<file path="src/VideoTxPkg.sv">
// Video transmitter shared widths, lane count, latency and the pattern opcode enum
package VideoTxPkg;

	// --------------------
	// Display geometry
	// --------------------

	// Horizontal size and position width
	localparam int HdisplayWidth = 11;
	// Vertical size and position width
	localparam int VdisplayWidth = 11;

	// --------------------
	// Colour lanes
	// --------------------

	// One colour component, also one lane level
	localparam int ColorBits = 4;
	// Red, green, blue in that order
	localparam int LaneCount = 3;
	// Position outputs to registered lane output
	localparam int LaneLatency = 1;

	// --------------------
	// Backlight
	// --------------------

	// Duty and period counter width
	localparam int PwmBits = 8;

	// --------------------
	// Pattern opcode
	// --------------------

	// Solid   component is the level
	// HRamp   low bits of x plus level
	// VRamp   low bits of y plus level
	// Checker level where x[3] and y[3] differ
	typedef enum logic [1:0]
	{
		patSolid   = 2'd0,
		patHRamp   = 2'd1,
		patVRamp   = 2'd2,
		patChecker = 2'd3
	} patternMode_t;

endpackage

</file>
<file path="src/VideoSyncGen.sv">
// Programmable horizontal and vertical timing generator with sync, enable, position and frame end
`timescale 1ns/10ps

module VideoSyncGen
(
	input  logic                                iVideoClk,
	input  logic                                reset,
	// Active region size
	input  logic [VideoTxPkg::HdisplayWidth-1:0] hDisplay,
	input  logic [VideoTxPkg::VdisplayWidth-1:0] vDisplay,
	// Sync windows and wrap points
	input  logic [VideoTxPkg::HdisplayWidth:0]   hSyncStart,
	input  logic [VideoTxPkg::HdisplayWidth:0]   hSyncEnd,
	input  logic [VideoTxPkg::HdisplayWidth:0]   hSyncMax,
	input  logic [VideoTxPkg::VdisplayWidth:0]   vSyncStart,
	input  logic [VideoTxPkg::VdisplayWidth:0]   vSyncEnd,
	input  logic [VideoTxPkg::VdisplayWidth:0]   vSyncMax,
	// Registered timing outputs
	output logic                                hSyncRaw,
	output logic                                vSyncRaw,
	output logic                                deRaw,
	output logic [VideoTxPkg::HdisplayWidth-1:0] pixelX,
	output logic [VideoTxPkg::VdisplayWidth-1:0] pixelY,
	output logic                                frameEnd
);

	import VideoTxPkg::*;

	// --------------------
	// Counters
	// --------------------

	// One bit wider than the display size
	logic [HdisplayWidth:0] hCount;
	logic [VdisplayWidth:0] vCount;

	// Last pixel of a line / last line of a frame
	logic hWrap;
	logic vWrap;

	assign hWrap = (hCount == hSyncMax);
	assign vWrap = (vCount == vSyncMax);

	// Horizontal counter advances vertical on wrap
	always_ff @(posedge iVideoClk)
	begin
		if (reset)
		begin
			hCount <= '0;
			vCount <= '0;
		end
		else if (hWrap)
		begin
			hCount <= '0;
			if (vWrap)
				vCount <= '0;
			else
				vCount <= vCount + 1'b1;
		end
		else
		begin
			hCount <= hCount + 1'b1;
		end
	end

	// --------------------
	// Window compares
	// --------------------

	logic hActive;
	logic vActive;
	logic deNext;
	logic hSyncNext;
	logic vSyncNext;

	// Display size zero-extended to counter width
	assign hActive = (hCount < {1'b0, hDisplay});
	assign vActive = (vCount < {1'b0, vDisplay});
	assign deNext  = hActive && vActive;

	// Active high, start inclusive, end exclusive
	assign hSyncNext = (hCount >= hSyncStart) && (hCount < hSyncEnd);
	assign vSyncNext = (vCount >= vSyncStart) && (vCount < vSyncEnd);

	// --------------------
	// Output register
	// --------------------

	// Everything one clock after the counter state
	always_ff @(posedge iVideoClk)
	begin
		if (reset)
		begin
			hSyncRaw <= 1'b0;
			vSyncRaw <= 1'b0;
			deRaw    <= 1'b0;
			pixelX   <= '0;
			pixelY   <= '0;
			frameEnd <= 1'b0;
		end
		else
		begin
			hSyncRaw <= hSyncNext;
			vSyncRaw <= vSyncNext;
			deRaw    <= deNext;
			// Position only inside the active region
			pixelX   <= deNext ? hCount[HdisplayWidth-1:0] : '0;
			pixelY   <= deNext ? vCount[VdisplayWidth-1:0] : '0;
			// Single pulse on the very last clock
			frameEnd <= hWrap && vWrap;
		end
	end

endmodule

</file>
<file path="src/ColorLane.sv">
// Single colour lane computing one registered component from position, opcode and level
`timescale 1ns/10ps

module ColorLane
(
	input  logic                                 iVideoClk,
	input  logic                                 reset,
	input  VideoTxPkg::patternMode_t             patternMode,
	input  logic [VideoTxPkg::HdisplayWidth-1:0] pixelX,
	input  logic [VideoTxPkg::VdisplayWidth-1:0] pixelY,
	// Per-lane base level
	input  logic [VideoTxPkg::ColorBits-1:0]     level,
	output logic [VideoTxPkg::ColorBits-1:0]     color
);

	import VideoTxPkg::*;

	// --------------------
	// Pattern decode
	// --------------------

	logic [ColorBits-1:0] colorNext;
	// Checker cell select
	logic                 cellOdd;

	// Bit 3 of x against bit 3 of y
	assign cellOdd = pixelX[ColorBits-1] ^ pixelY[ColorBits-1];

	always_comb
	begin
		case (patternMode)
			patSolid:
				colorNext = level;
			// Ramps wrap within the component width
			patHRamp:
				colorNext = pixelX[ColorBits-1:0] + level;
			patVRamp:
				colorNext = pixelY[ColorBits-1:0] + level;
			patChecker:
				colorNext = cellOdd ? level : '0;
			default:
				colorNext = '0;
		endcase
	end

	// --------------------
	// Lane register
	// --------------------

	// One clock of lane latency
	always_ff @(posedge iVideoClk)
	begin
		if (reset)
			color <= '0;
		else
			color <= colorNext;
	end

endmodule

</file>
<file path="src/TftOutput.sv">
// Panel output stage aligning sync and enable with lane latency and registering all pins
`timescale 1ns/10ps

module TftOutput
(
	input  logic                                                    iVideoClk,
	input  logic                                                    reset,
	// Raw timing from the sync generator
	input  logic                                                    hSyncRaw,
	input  logic                                                    vSyncRaw,
	input  logic                                                    deRaw,
	// Red in the top slice, blue in the bottom
	input  logic [VideoTxPkg::LaneCount*VideoTxPkg::ColorBits-1:0] laneColor,
	// Panel pins
	output logic [VideoTxPkg::ColorBits-1:0]                        tftColorR,
	output logic [VideoTxPkg::ColorBits-1:0]                        tftColorG,
	output logic [VideoTxPkg::ColorBits-1:0]                        tftColorB,
	output logic                                                    tftHSync,
	output logic                                                    tftVSync,
	output logic                                                    tftDe
);

	import VideoTxPkg::*;

	// --------------------
	// Sync delay line
	// --------------------

	// Index 0 is the newest stage
	logic [LaneLatency-1:0] hSyncDly;
	logic [LaneLatency-1:0] vSyncDly;
	logic [LaneLatency-1:0] deDly;

	always_ff @(posedge iVideoClk)
	begin
		if (reset)
		begin
			hSyncDly <= '0;
			vSyncDly <= '0;
			deDly    <= '0;
		end
		else
		begin
			hSyncDly[0] <= hSyncRaw;
			vSyncDly[0] <= vSyncRaw;
			deDly[0]    <= deRaw;
			// Deeper stages only when latency grows
			for (int i = 1; i < LaneLatency; i++)
			begin
				hSyncDly[i] <= hSyncDly[i-1];
				vSyncDly[i] <= vSyncDly[i-1];
				deDly[i]    <= deDly[i-1];
			end
		end
	end

	// --------------------
	// Pin register
	// --------------------

	// Enable aligned with lane output
	logic deAligned;

	assign deAligned = deDly[LaneLatency-1];

	// Colour and enable leave together
	always_ff @(posedge iVideoClk)
	begin
		if (reset)
		begin
			tftHSync  <= 1'b0;
			tftVSync  <= 1'b0;
			tftDe     <= 1'b0;
			tftColorR <= '0;
			tftColorG <= '0;
			tftColorB <= '0;
		end
		else
		begin
			tftHSync  <= hSyncDly[LaneLatency-1];
			tftVSync  <= vSyncDly[LaneLatency-1];
			tftDe     <= deAligned;
			// Blanking outside the active region
			tftColorR <= deAligned ? laneColor[2*ColorBits +: ColorBits] : '0;
			tftColorG <= deAligned ? laneColor[ColorBits +: ColorBits] : '0;
			tftColorB <= deAligned ? laneColor[0 +: ColorBits] : '0;
		end
	end

endmodule

</file>
<file path="src/BacklightPwm.sv">
// Free-running backlight PWM with duty captured at each period start
`timescale 1ns/10ps

module BacklightPwm
(
	input  logic                           iVideoClk,
	input  logic                           reset,
	input  logic [VideoTxPkg::PwmBits-1:0] blDuty,
	output logic                           tftBackLight
);

	import VideoTxPkg::*;

	// Period counter, wraps every 2**PwmBits clocks
	logic [PwmBits-1:0] pwmCount;
	// Duty held for the rest of the period
	logic [PwmBits-1:0] dutyCap;
	logic               periodStart;
	logic [PwmBits-1:0] dutyNow;

	assign periodStart = (pwmCount == '0);
	// New duty takes effect on the first count
	assign dutyNow     = periodStart ? blDuty : dutyCap;

	always_ff @(posedge iVideoClk)
	begin
		if (periodStart)
			dutyCap <= blDuty;
	end

	always_ff @(posedge iVideoClk)
	begin
		if (reset)
		begin
			pwmCount     <= '0;
			tftBackLight <= 1'b0;
		end
		else
		begin
			pwmCount     <= pwmCount + 1'b1;
			// High for exactly dutyNow counts
			tftBackLight <= (pwmCount < dutyNow);
		end
	end

endmodule

</file>
<file path="src/VideoTxUnit.sv">
// Video transmitter top with sync generator, colour lane loop, panel output stage and backlight PWM
`timescale 1ns/10ps

module VideoTxUnit
(
	input  logic                                                    iVideoClk,
	input  logic                                                    reset,
	// Timing programme
	input  logic [VideoTxPkg::HdisplayWidth-1:0]                    hDisplay,
	input  logic [VideoTxPkg::VdisplayWidth-1:0]                    vDisplay,
	input  logic [VideoTxPkg::HdisplayWidth:0]                      hSyncStart,
	input  logic [VideoTxPkg::HdisplayWidth:0]                      hSyncEnd,
	input  logic [VideoTxPkg::HdisplayWidth:0]                      hSyncMax,
	input  logic [VideoTxPkg::VdisplayWidth:0]                      vSyncStart,
	input  logic [VideoTxPkg::VdisplayWidth:0]                      vSyncEnd,
	input  logic [VideoTxPkg::VdisplayWidth:0]                      vSyncMax,
	// Pattern control
	input  VideoTxPkg::patternMode_t                                patternMode,
	input  logic [VideoTxPkg::LaneCount*VideoTxPkg::ColorBits-1:0] laneLevel,
	input  logic [VideoTxPkg::PwmBits-1:0]                          blDuty,
	// Panel pins
	output logic [VideoTxPkg::ColorBits-1:0]                        tftColorR,
	output logic [VideoTxPkg::ColorBits-1:0]                        tftColorG,
	output logic [VideoTxPkg::ColorBits-1:0]                        tftColorB,
	output logic                                                    tftHSync,
	output logic                                                    tftVSync,
	output logic                                                    tftDe,
	output logic                                                    tftBackLight,
	// Last clock of each frame
	output logic                                                    frameEnd
);

	import VideoTxPkg::*;

	// --------------------
	// Sync generator
	// --------------------

	logic                     hSyncRaw;
	logic                     vSyncRaw;
	logic                     deRaw;
	logic [HdisplayWidth-1:0] pixelX;
	logic [VdisplayWidth-1:0] pixelY;

	VideoSyncGen syncGen_i
	(
		.iVideoClk  (iVideoClk),
		.reset      (reset),
		.hDisplay   (hDisplay),
		.vDisplay   (vDisplay),
		.hSyncStart (hSyncStart),
		.hSyncEnd   (hSyncEnd),
		.hSyncMax   (hSyncMax),
		.vSyncStart (vSyncStart),
		.vSyncEnd   (vSyncEnd),
		.vSyncMax   (vSyncMax),
		.hSyncRaw   (hSyncRaw),
		.vSyncRaw   (vSyncRaw),
		.deRaw      (deRaw),
		.pixelX     (pixelX),
		.pixelY     (pixelY),
		.frameEnd   (frameEnd)
	);

	// --------------------
	// Colour lanes
	// --------------------

	// Lane 0 is red in the top slice
	logic [LaneCount*ColorBits-1:0] laneColor;

	for (genvar lane = 0; lane < LaneCount; lane++)
	begin : genLane
		ColorLane lane_i
		(
			.iVideoClk   (iVideoClk),
			.reset       (reset),
			.patternMode (patternMode),
			.pixelX      (pixelX),
			.pixelY      (pixelY),
			.level       (laneLevel[(LaneCount-1-lane)*ColorBits +: ColorBits]),
			.color       (laneColor[(LaneCount-1-lane)*ColorBits +: ColorBits])
		);
	end

	// --------------------
	// Output stage
	// --------------------

	TftOutput tftOut_i
	(
		.iVideoClk (iVideoClk),
		.reset     (reset),
		.hSyncRaw  (hSyncRaw),
		.vSyncRaw  (vSyncRaw),
		.deRaw     (deRaw),
		.laneColor (laneColor),
		.tftColorR (tftColorR),
		.tftColorG (tftColorG),
		.tftColorB (tftColorB),
		.tftHSync  (tftHSync),
		.tftVSync  (tftVSync),
		.tftDe     (tftDe)
	);

	// Backlight dimming
	BacklightPwm blPwm_i
	(
		.iVideoClk    (iVideoClk),
		.reset        (reset),
		.blDuty       (blDuty),
		.tftBackLight (tftBackLight)
	);

endmodule

</file>
<file path="config.mk">
export PLATFORM = sky130hd
export DESIGN_NAME = VideoTxUnit
export DESIGN_NICKNAME = d
export VERILOG_FILES = /design/src/VideoTxPkg.sv /design/src/VideoSyncGen.sv /design/src/ColorLane.sv /design/src/TftOutput.sv /design/src/BacklightPwm.sv /design/src/VideoTxUnit.sv
export SDC_FILE = /design/constraint.sdc
export NUM_CORES = 1
export LEC_CHECK = 0
export BUFFER_PORTS_ARGS = -buffer_cell sky130_fd_sc_hd__buf_2
export CAP_MARGIN = 10
export CORE_UTILIZATION = 49
export DETAILED_ROUTE_END_ITERATION = 6
export PLACE_DENSITY = 0.77
export SYNTH_ARGS = -nofsm -noshare
export SYNTH_HDL_FRONTEND = slang
export SYNTH_SLANG_ARGS = --single-unit
</file>
<file path="constraint.sdc">
create_clock -name iVideoClk -period 2.3 [get_ports iVideoClk]
set_input_delay 0.46 -clock iVideoClk [delete_from_list [all_inputs] [get_ports iVideoClk]]
set_output_delay 0.46 -clock iVideoClk [all_outputs]
set_load 0.02 [all_outputs]
</file>
==> impl_metrics.py <==
metrics = {
    "status": {
        "status": "completed",
    },
    "global_routing": {
        "antenna_found_initial": 1,
        "grt_max_degree": 28,
        "grt_first_pass_wirelength_mm": 21.2,
        "grt_pass1_vias": 4845,
        "grt.total_usage_pct": 22.9,
        "gr-total-overflow": 0,
    },
    "clocking": {
        "clkTransAtPathRegs_ns": 0.09,
        "clkLatencyLatePin_ns": 0.35,
        "hold_buffers": 0,
        "cts_buffers": 9,
        "htreeDepth": 3,
        "cts_tree": "done",
        "clk_path_buf_depth": 2,
        "clock_sinks": 83,
        "cts-root-buf": "clkbuf_8",
    },
    "sta": {
        "drv_slew": 0,
        "tns_ns": 0,
        "layout_setup_ws_ns": 0.143,
        "worstMarginPinSlew_ns": 0.648,
        "worst_clock_skew_ns": 0.00820,
        "slew_headroom_pct": 56.8,
        "period_needed_ns": 2.16,
        "rsz0062_at_grt": "no",
        "final-hold-violation-count": 0,
        "setup_violations": 0,
        "fmax_mhz": 464,
        "finalCritPeriodShare_pct": 93.8,
    },
    "min_path": {
        "hp-start": "blDuty[2]",
        "hold_class": "primary input to register",
    },
    "worst_setup_path": {
        "critical_path_class": "register to register",
        "r2r-end": "blPwm_i.tftBackLight",
        "cp-end-kind": "register",
        "reg2reg_from": "blPwm_i.pwmCount[1]",
        "endpoint": "blPwm_i.tftBackLight",
        "crit_path_start_kind": "register",
        "crit_start": "blPwm_i.pwmCount[1]",
        "rr_worst_depth": 11,
        "regToRegSetupSlack_ns": 0.14,
        "crit_arrival_ns": 2.39,
        "cp.required_ns": 2.54,
        "cp_max_fo": 6,
    },
    "synthesis": {
        "synth_edf_count": 0,
        "synth_warnings": 0,
        "synth_nets": 828,
        "synth_area_um2": 5490,
        "async_flop_share_pct": 0,
        "synth_ff_type": "dfxtp_1",
        "synthCells": 618,
        "avgSynthCellArea_um2": 8.88,
        "synth_cell_types": 53,
        "ys_ff_latch": 83,
        "yosysSeqAreaShare_pct": 30.3,
    },
    "power": {
        "power_switching_uw": 861,
        "power.density_nw_per_um2": 487,
        "peakVddDrop_uv": 362,
        "p_leak_uw": 0.00357,
        "p_int_uw": 2410,
        "swShare_pct": 26.3,
        "p_clk_share_pct": 35.5,
        "seq_power_share_pct": 47.1,
        "pwr-share-comb_pct": 17.4,
    },
    "floorplanning": {
        "core-area_um2": 10900,
        "die_w_um": 108,
        "io_pins": 135,
        "initial_utilization_pct": 50.4,
        "num_rows": 38,
        "dieArea_um2": 11600,
        "die-height_um": 108,
    },
    "routing": {
        "via_count": 4826,
        "wl_per_cell_um": 13.9,
        "drt_iter0_markers": 131,
        "drt-met1-wl_mm": 5.58,
        "detail_route.wirelength_mm": 12.8,
        "routed-wl-met3_um": 456,
        "ant_nets": 0,
        "wl_met2_mm": 6.43,
        "via_per_inst": 5.24,
        "first_pass_iters": 4,
        "top_layer_used": "met4",
        "route.detailed.drc": 0,
    },
    "final_layout": {
        "fin_cells": 921,
        "finalCoreUtilization_pct": 61.7,
        "final_cell_mix": "buf_2 (134), inv_1 (89), ha_1 (88)",
        "area_growth_pct": 22.4,
        "register_area_um2": 1660,
        "final_layout_size_suffix_gt1_share_pct": 25.5,
        "fillCellCount": 926,
        "nets": 985,
        "multi_input_area_um2": 3430,
        "final_common_cell": "buf_2",
    },
    "placement": {
        "place_inst": 902,
        "place.gp.congestion": 0.878,
        "numPortBuffers": 134,
        "hpwl_mm": 10.2,
        "dp_slack_ns": -0.192,
    },
    "flow_run": {
        "drv_cap": 0,
    },
}
[cells in the mapped netlist (4+ instances only)]
| cell type | number | area, um2 |
|---|---|---|
| ha_1 | 89 | 1110 |
| inv_1 | 89 | 334 |
| dfxtp_1 | 83 | 1660 |
| nor2_1 | 41 | 154 |
| xor2_1 | 36 | 315 |
| a21oi_1 | 24 | 120 |
| nand3_1 | 24 | 120 |
| nand2_1 | 19 | 71.3 |
| nand4_1 | 19 | 119 |
| and2_1 | 13 | 81.3 |
| a21o_1 | 11 | 82.6 |
| and3_1 | 11 | 68.8 |
| xnor2_1 | 11 | 96.3 |
| nor3_1 | 10 | 50.1 |
| o21ai_0 | 10 | 50.1 |
| nor2b_1 | 9 | 56.3 |
| a211oi_1 | 8 | 60.1 |
| clkbuf_1 | 8 | 30.0 |
| nor4_1 | 8 | 50.1 |
| mux2_2 | 7 | 78.8 |
| nor3b_1 | 7 | 52.6 |
| a22oi_1 | 6 | 45.0 |
| nand2b_1 | 6 | 37.5 |
| or3_1 | 6 | 37.5 |
| mux2i_1 | 5 | 50.1 |
| o221ai_1 | 5 | 43.8 |
| a32oi_1 | 4 | 35.0 |
| and4_1 | 4 | 35.0 |
| o211ai_1 | 4 | 30.0 |
[logic make-up (layout without fill, tap and decap cells)]
group                      count (synthesis)  count (layout)  share of synthesized area (%)
AOI/OAI and AO/OA                         90              90                           11.7
xor gates and xnor gates                  47              47                           7.50
other                                      0               1                              0
DFF                                       83              83                           30.3
adders and majority gates                 92              92                           21.4
muxes                                     12              12                           2.35
buffers and inverters                    105             267                           7.52
and+or+nand+nor                          189             189                           19.3
[through the flow]
stage	cell area [um2]	hold slack (ns)	total power, uW
after global placement	6450	0.410	2100
after floorplan	5490	0.406	1900
after CTS	6680	0.328	3280
final	6720	0.339	3270
after detailed placement	6450	0.416	2130
after global routing	6720	0.334	3430
[repair_timing]
| action | in CTS | in global routing |
|---|---|---|
| pin swaps | 0 | 1 |
| setup endpoints to repair | 1 | 2 |
| buffers inserted | 0 | 2 |
| resized for setup | 1 | 5 |
[how the worst min path moves through the flow]
| stage | cells after the start | slack [ns] | end |
|---|---|---|---|
| 2_1_floorplan | 1 | 0.41 | tftOut_i.tftColorB[0] |
| 3_3_place_gp | 1 | 0.41 | tftOut_i.tftColorR[2] |
| 3_5_place_dp | 1 | 0.42 | tftOut_i.tftColorG[0] |
| 4_1_cts | 3 | 0.33 | blPwm_i.dutyCap[2] |
| 5_1_grt | 3 | 0.33 | blPwm_i.dutyCap[2] |
| 6_report | 3 | 0.34 | blPwm_i.dutyCap[2] |
[critical path, stage by stage, from the launching register on]
cell       delay (ns)
dfxtp_2          0.35
inv_1            0.05
ha_1             0.14
nor4b_4          0.20
nand2_2          0.16
buf_6            0.16
mux2_2           0.22
inv_1            0.04
ha_1             0.27
o2111ai_1        0.13
a211oi_1         0.23
nor3_1           0.08
[registers in the layout, summed over array words and instances, names as in the netlist]
register              cells
tftOut_i.tftColorB        4
syncGen_i.vSyncRaw        1
syncGen_i.vCount         12
syncGen_i.pixelY          4
blPwm_i.pwmCount          8
tftOut_i.tftColorR        4
tftOut_i.tftColorG        4
syncGen_i.frameEnd        1
genLane.lane_i.color     12
syncGen_i.hCount         12
syncGen_i.deRaw           1
syncGen_i.pixelX          4
tftOut_i.deAligned        1
tftOut_i.tftHSync         1
tftOut_i.hSyncDly         1
blPwm_i.dutyCap           8
syncGen_i.hSyncRaw        1
tftOut_i.tftVSync         1
tftOut_i.vSyncDly         1
tftOut_i.tftDe            1
blPwm_i.tftBackLight      1
[cell type report]
cell class	count	area share, %
antenna	1	0.0373
sequential	83	24.8
tap	140	2.61
clock inverter	7	1.51
multi-input combinational	430	51.1
clock buffer	9	1.84
timing repair buffer	162	13.2
inverter	89	4.97
[power by group through the flow]
stage	Combinational [uW]	Clock, uW	Sequential, uW
3_5_place_dp	555	0	1570
4_1_cts	559	1180	1540
6_report	570	1160	1540
3_3_place_gp	527	0	1570
2_1_floorplan	325	0	1570
5_1_grt	646	1240	1550
[metal layers]
metal	global-route usage, %	vias up
li1	-	2472
met1	26.6	2204
met2	42.0	128
met3	3.63	22
met4	8.32	0
met5	0	-
No activity file was read; power rests on OpenSTA's default activity.
